<file path="config.mk">
export PLATFORM = sky130hd
export DESIGN_NAME = dcache_way_select
export DESIGN_NICKNAME = d
export VERILOG_FILES = /design/src/common/dcache_addr_pkg.sv /design/src/common/dcache_bus_pkg.sv /design/src/dcache/dcache_way_select.sv
export SDC_FILE = /design/constraint.sdc
export NUM_CORES = 1
export LEC_CHECK = 0
export BUFFER_PORTS_ARGS = -buffer_cell sky130_fd_sc_hd__buf_2
export CAP_MARGIN = 20
export CORE_AREA = 5 5 635 637
export DETAILED_ROUTE_END_ITERATION = 16
export DIE_AREA = 0 0 640 642
export GPL_ROUTABILITY_DRIVEN = 1
export MAX_ROUTING_LAYER = met4
export PLACE_DENSITY = 0.3
export REMOVE_ABC_BUFFERS = 1
export SYNTH_ARGS = -nofsm -noshare
export SYNTH_HDL_FRONTEND = slang
export SYNTH_SLANG_ARGS = --single-unit
</file>
<file path="constraint.sdc">
create_clock -name vclk -period 2.7
set_clock_uncertainty 0.1 [all_clocks]
set_input_delay 0.27 -clock vclk [all_inputs]
set_output_delay 0.27 -clock vclk [all_outputs]
set_load 0.05 [all_outputs]
</file>
<file path="src/common/dcache_addr_pkg.sv">
`default_nettype none

package dcache_addr_pkg;

    localparam int WORD_BITS      = 32;
    localparam int WORDS_PER_LINE = 16;
    localparam int LINE_BITS      = WORD_BITS * WORDS_PER_LINE;   // 512
    localparam int NUM_SETS       = 64;

    localparam int INDEX_BITS  = 6;
    localparam int OFFSET_BITS = 4;     // word select within a line
    localparam int TAG_BITS    = 20;

    typedef logic [WORD_BITS-1:0]   word_t;
    typedef logic [LINE_BITS-1:0]   line_t;     // word 0 in the low bits
    typedef logic [TAG_BITS-1:0]    tag_t;
    typedef logic [INDEX_BITS-1:0]  index_t;
    typedef logic [OFFSET_BITS-1:0] word_sel_t;

    typedef struct packed {
        tag_t       tag;        // 31..12
        index_t     index;      // 11..6
        word_sel_t  word;       // 5..2
        logic [1:0] byte_off;   // ignored, stores are full words
    } paddr_t;

endpackage

`default_nettype wire
</file>
<file path="src/common/dcache_bus_pkg.sv">
`default_nettype none

package dcache_bus_pkg;

    import dcache_addr_pkg::*;

    // width of the way vectors carried in lookup_t, NUM_WAYS must not exceed it
    localparam int MAX_WAYS = 8;

    typedef logic [MAX_WAYS-1:0] way_vec_t;

    typedef struct packed {
        paddr_t addr;
        word_t  data;
    } store_cmd_t;

    typedef struct packed {
        logic      rd_en;       // latch the set into the status regs
        index_t    index;
        tag_t      tag;
        logic      fill_line;   // whole line write, sets valid
        line_t     wline;
        logic      wr_word;
        word_sel_t word_sel;
        word_t     wword;
        logic      set_dirty;
        logic      clr_dirty;
    } way_cmd_t;

    typedef struct packed {
        logic  valid;
        logic  dirty;
        tag_t  tag;
        line_t line;
        logic  hit;
    } way_status_t;

    typedef struct packed {
        logic     any_hit;
        way_vec_t hit_way;      // one-hot
        way_vec_t victim_way;   // one-hot
        logic     victim_dirty;
        tag_t     victim_tag;
        line_t    victim_line;
        word_t    hit_word;
    } lookup_t;

    typedef struct packed {
        logic        req;
        logic        write;
        logic [31:0] addr;      // line aligned
        line_t       wdata;
    } l2_req_t;

    typedef enum logic [1:0] {
        ST_IDLE,
        ST_LOOKUP,
        ST_WRITEBACK,
        ST_REFILL
    } ctrl_state_e;

endpackage

`default_nettype wire

</file>
<file path="src/dcache/dcache_way_select.sv">
`timescale 1ns/1ps
`default_nettype none

module dcache_way_select
    import dcache_addr_pkg::*, dcache_bus_pkg::*;
#(
    parameter int NUM_WAYS = 2
) (
    input  way_status_t                 status [NUM_WAYS],
    input  logic [$clog2(NUM_WAYS)-1:0] victim_ptr,
    input  word_sel_t                   word_sel,
    output lookup_t                     lookup
);

    logic [NUM_WAYS-1:0] hit_vec;
    logic [NUM_WAYS-1:0] victim_vec;
    line_t               hit_line;

    always_comb begin
        hit_vec    = '0;
        hit_line   = '0;
        victim_vec = '0;
        victim_vec[victim_ptr] = 1'b1;      // all valid, round robin
        // walk downwards so the lowest invalid way wins
        for (int w = NUM_WAYS - 1; w >= 0; w--) begin
            hit_vec[w] = status[w].hit;
            if (status[w].hit)
                hit_line = hit_line | status[w].line;
            if (!status[w].valid) begin
                victim_vec    = '0;
                victim_vec[w] = 1'b1;
            end
        end
    end

    always_comb begin
        lookup                       = '0;
        lookup.any_hit               = |hit_vec;
        lookup.hit_way[NUM_WAYS-1:0] = hit_vec;
        lookup.victim_way[NUM_WAYS-1:0] = victim_vec;
        for (int w = 0; w < NUM_WAYS; w++) begin
            if (victim_vec[w]) begin
                lookup.victim_dirty = status[w].valid && status[w].dirty;
                lookup.victim_tag   = status[w].tag;
                lookup.victim_line  = status[w].line;
            end
        end
        lookup.hit_word = hit_line[word_sel*WORD_BITS +: WORD_BITS];
    end

    a_hit_onehot: assert final ($onehot0(hit_vec));

endmodule

`default_nettype wire

</file>
==> run_results.csv, run 1 <==
group,metric,value,unit
sta,finalSetupViolCount,1,
setup_path,arrival,2.35,ns
setup_path,path_max_fanout,34,
layout,design.seq.count,0,
layout,drive_gt1_share,45.8,%
sta,finalHoldViolations,0,
layout,fin_nets,5577,
setup_path,critical_path.endpoint,"lookup[17]",
global_routing,antenna_found_initial,667,
run,drv_cap,0,
global_routing,grt_pass1_wl,485,mm
sta,drv_slew,0,
sta,tightest_slew,0.593,ns
pwr,p_leak,16.0,nW
routing,ant_nets,0,
pwr,total_power,10.3,mW
setup_path,cp.required,2.33,ns
logic_synthesis,avgSynthCellArea,4.95,um2
setup_path,crit_type,"input pin to output pin",
global_routing,grt_pass1_vias,29014,
floorplanning,die_h,642,um
status,violations,"negative setup slack",
setup_path,crit_path_max_incr_delay,0.30,ns
routing,post-route-drc-count,0,
routing,wl_per_cell,41.1,um
hold_path,min_from,"status[413]",
setup_path,cp-start-kind,"input pin",
pwr,ir_drop,0.0904,mV
logic_synthesis,synth_cell_types,39,
logic_synthesis,ys_warn_count,0,
placed_design,portBuffers,1645,
sta,rsz0062_at_grt,"true",
global_routing,grt_use_total,19.9,%
routing,viasPerCell,3.26,
sta,period_needed,2.72,ns
global_routing,grt_remaining_overflow,0,
hold_path,worst_hold_path_type,"input pin to output pin",
floorplanning,ios,1657,
placed_design,place_congestion,0.930,
routing,routed_wl,419,mm
setup_path,end_kind,"output pin",
pwr,power_per_cell_area,297,nW/um2
layout,syn_to_final_growth,147,%
setup_path,critPathMostFrequentCell,"buf_12",
logic_synthesis,ys_seq_area_share,0,%
layout,clkbuf_count,0,
status,status,"finished, violations left",
setup_path,critPathSlowestCell,"nor4_1",
floorplanning,start_util,3.55,%
logic_synthesis,synth_cells,2848,
global_routing,grt_max_degree,70,
routing,drtIter0Drc,3731,
routing,dr.pass1.iters,6,
setup_path,crit_start,"status[535]",
sta,fmax,368,MHz
floorplanning,die-area,411000,um2
placed_design,dp_hpwl,388,mm
floorplanning,fp.dieW,640,um
sta,fin_ws,-0.0166,ns
layout,instances_no_fill,10185,
logic_synthesis,synthesis.area,14100,um2
layout,regArea,0,um2
routing,vias,33227,
floorplanning,row_count,232,
sta,post-route-period-util,101,%
floorplanning,core_region_area,397000,um2
setup_path,cp_cell_sequence,"buf_12 > buf_12 > buf_12 > buf_4 > a22oi_1 > o22ai_1 > nor4_1 > o22ai_1 > buf_12",
placed_design,place_inst,9747,
sta,relSlewSlack,60.5,%
cell usage after synthesis (all sizes together) (2+ instances only):
cell / n / area share, %
nand2: 1602 / 43
a22oi: 305 / 16
buf: 192 / 7.3
a221oi: 190 / 12
clkbuf: 126 / 3.4
o22ai: 114 / 5.1
a21oi: 94 / 3.3
nor2: 43 / 1.1
o21ai: 33 / 1.2
nor4: 32 / 1.4
a211oi: 31 / 1.7
o211ai: 31 / 1.7
a22o: 9 / 0.56
mux2: 8 / 0.64
nand3: 5 / 0.21
a21o: 4 / 0.21
a221o: 4 / 0.28
a32oi: 4 / 0.25
inv: 3 / 0.080
nand2b: 2 / 0.089
nand3b: 2 / 0.13
or2: 2 / 0.089
or3b: 2 / 0.12
worst max-delay path: cells and delay by family:
| kind | cells | cell delay [ns] |
|---|---|---|
| compound gates | 3 | 0.65 |
| buf+inv | 5 | 0.97 |
| simple gates | 1 | 0.30 |
how the worst min path moves through the flow:
stage | end | slack (ns) | depth (start not counted)
final | lookup[444] | 0.81 | 4
after CTS | lookup[444] | 0.81 | 4
after global placement | lookup[444] | 0.81 | 4
after global routing | lookup[444] | 0.83 | 4
after floorplan | lookup[573] | 0.44 | 0
after detailed placement | lookup[444] | 0.81 | 4
metrics by stage:
stage | cell area (um2) | setup slack (ns) | TNS (ns) | hold WS (ns) | util, %
finish | 34900 | -0.0166 | -0.0166 | 0.810 | 8.77
global route | 34700 | -0.00752 | -0.0124 | 0.826 | 8.74
CTS | 33600 | -0.0192 | -0.0198 | 0.810 | 8.45
detailed placement | 32800 | -0.865 | -15.92 | 0.808 | 8.24
global placement | 32700 | -1.52 | -17.82 | 0.810 | 8.24
floorplan | 12600 | -88.22 | - | 0.440 | -
metal layers:
metal	track usage, %	vias up	share of wire, %
met3	12.5	841	15
met4	3.46	0	3.2
met2	33.2	2889	47
met5	-	-	0
li1	-	13939	-
met1	19.8	15558	34
report_power, final:
part           internal, mW  leakage, nW  switching, mW  total (mW)
Combinational          3.07         16.0           7.27        10.3
Sequential                0            0              0           0
Clock             0.0000223      0.00267              0   0.0000223
Total                  3.07         16.0           7.27        10.3
area by class of cell:
cell class / count / area, um2
Timing Repair Buffer: 1959 / 13900
Inverter: 3 / 18.8
Antenna cell: 420 / 1050
Tap cell: 5265 / 6590
Fill cell: 47048 / 363000
Multi-Input combinational cell: 2538 / 13300
logic make-up after synthesis:
family	after synthesis	share of synthesized area [%]
and+or+nand+nor	1694	46.1
AOI/OAI and AO/OA	823	42.5
buffers and inverters	321	10.7
muxes	9	0.710
other	1	0.0266
layout by cell type (no fill, tap or decap), types with 31 or more instances in the layout:
cell      instances
o22ai_1          95
a21oi_1          92
nand2_1        1600
a22oi_1         285
a221oi_1        178
buf_4           221
buf_12          214
buf_2          1493
o211ai_1         31
nor2_1           43
diode_2         420
timing repair:
| action | CTS | global route |
|---|---|---|
| pin swaps | 11 | 11 |
| hold buffers | 0 | 0 |
| gates cloned | 3 | 0 |
| hold endpoints to repair | 0 | 0 |
| endpoints found under the setup margin | 32 | 22 |
| gates resized for setup | 108 | 40 |
| buffers inserted | 13 | 2 |
No activity file was read; power rests on OpenSTA's default activity.
==> run 2: changes to the inputs <==
- BUFFER_PORTS_ARGS: -buffer_cell sky130_fd_sc_hd__buf_2 -> -buffer_cell sky130_fd_sc_hd__buf_4
==> run 2 against run 1 <==
The run still ends with negative setup slack left. Sequential share of layout area stayed put. First-iteration DRC count is 14% lower. Via count is 4.5% lower.
==> run_results.csv, run 2 (synthesis results as in run 1) <==
group,metric,value,unit
routing,dr.pass1.iters,7,
setup_path,cp.required,2.33,ns
run,drv_cap,0,
layout,syn_to_final_growth,158,%
routing,post-route-drc-count,0,
layout,final_common_cell,"buf_4",
floorplanning,core_region_area,397000,um2
pwr,p_switching,7.22,mW
pwr,power_frac_seq,0,%
hold_path,min_from,"status[513]",
placed_design,place_congestion,0.895,
routing,routed_wl,421,mm
hold_path,hold_depth,4,
placed_design,portBuffers,1645,
sta,drv_slew,0,
routing,ant_nets,0,
floorplanning,fp.dieW,640,um
routing,viasPerCell,3.18,
layout,clkbuf_count,0,
status,status,"finished, violations left",
layout,layout_common_cells,"1800 x buf_4, 1600 x nand2_1, 291 x a22oi_1",
placed_design,dp_hpwl,387,mm
sta,finalHoldViolations,0,
pwr,pwr-share-comb,100.0,%
floorplanning,die-area,411000,um2
setup_path,cp-start-kind,"input pin",
sta,tightest_slew,0.578,ns
global_routing,grt_pass1_wl,490,mm
routing,vias,31728,
global_routing,grt_use_total,20.0,%
setup_path,end_kind,"output pin",
routing,drtIter0Drc,3222,
sta,relSlewSlack,61.1,%
hold_path,worst_hold_path_type,"input pin to output pin",
global_routing,grt_max_degree,81,
sta,fmax,370,MHz
layout,fin_nets,5544,
pwr,power_frac_clock,0,%
layout,drive_gt1_share,44.9,%
floorplanning,ios,1657,
sta,finalSetupViolCount,1,
placed_design,post-place-ws,-0.741,ns
clocking,ctsHoldBuffers,0,
setup_path,crit_start,"word_sel[1]",
pwr,power_per_cell_area,291,nW/um2
setup_path,crit_type,"input pin to output pin",
pwr,p_int,3.36,mW
global_routing,grt_remaining_overflow,0,
floorplanning,start_util,3.55,%
sta,fin_ws,-0.00160,ns
sta,post-route-period-util,100,%
setup_path,arrival,2.33,ns
pwr,swShare,68.3,%
sta,period_needed,2.70,ns
layout,finish.utilization,9.14,%
global_routing,antenna_found_initial,486,
setup_path,path_max_fanout,12,
layout,design.seq.count,0,
global_routing,grt_pass1_vias,29583,
layout,regArea,0,um2
routing,wl_per_cell,42.2,um
floorplanning,die_h,642,um
pwr,ir_drop,0.0810,mV
sta,rsz0062_at_grt,"true",
pwr,p_leak,16.5,nW
floorplanning,row_count,232,
status,violations,"negative setup slack",
[run 2: worst paths after layout]
kind | endpoint | slack (ns)
max | lookup[13] | -0.002
min | lookup[544] | 0.78
[run 2: repair_timing]
| item | in CTS | in global routing |
|---|---|---|
| endpoints found under the setup margin | 22 | 15 |
| setup buffers | 18 | 0 |
| pin swaps | 16 | 6 |
| gates resized for setup | 86 | 21 |
| cloned | 4 | 1 |
| endpoints found under the hold margin | 0 | 0 |
[run 2: layout make-up]
cell class                      count  area [um2]
Antenna cell                      235         588
Fill cell                       46920      361000
Inverter                            3        18.8
Multi-Input combinational cell   2538       13100
Tap cell                         5265        6590
Timing Repair Buffer             1926       16000
[run 2: per-stage QoR]
stage / cells / instance area [um2] / hold WS [ns] / setup TNS [ns] / power (mW)
after floorplan: 2541 / 12600 / 0.440 / - / 5.14
after CTS: 9731 / 35600 / 0.784 / 0 / 10.8
final: 9967 / 36300 / 0.784 / -0.00160 / 10.6
after global routing: 9957 / 36300 / 0.809 / -0.00630 / 11.0
after detailed placement: 9709 / 34800 / 0.783 / -5.71 / 10.6
after global placement: 9708 / 34800 / 0.787 / -6.94 / 10.6
[run 2: metal layers]
layer / vias to the layer above / wire [um] / GRT usage (%)
met5: - / 0 / -
met3: 484 / 61500 / 12.1
li1: 13678 / - / -
met4: 0 / 8530 / 2.46
met2: 2165 / 204000 / 34.1
met1: 15401 / 147000 / 20.1
[run 2: critical path, stage by stage]
cell and delay (ns):
buf_12 0.13, or3b_4 0.31, buf_12 0.16, a221oi_1 0.07, nor4_2 0.32, buf_4 0.18
o211ai_1 0.17, a32oi_2 0.42, buf_6 0.22
[run 2: power by group through the flow]
stage	sequential, mW	combinational (mW)	clock [mW]
global route	0	11.0	0.0000115
finish	0	10.6	0.0000121
floorplan	0	5.14	0
global placement	0	10.6	0
detailed placement	0	10.6	0
CTS	0	10.8	0
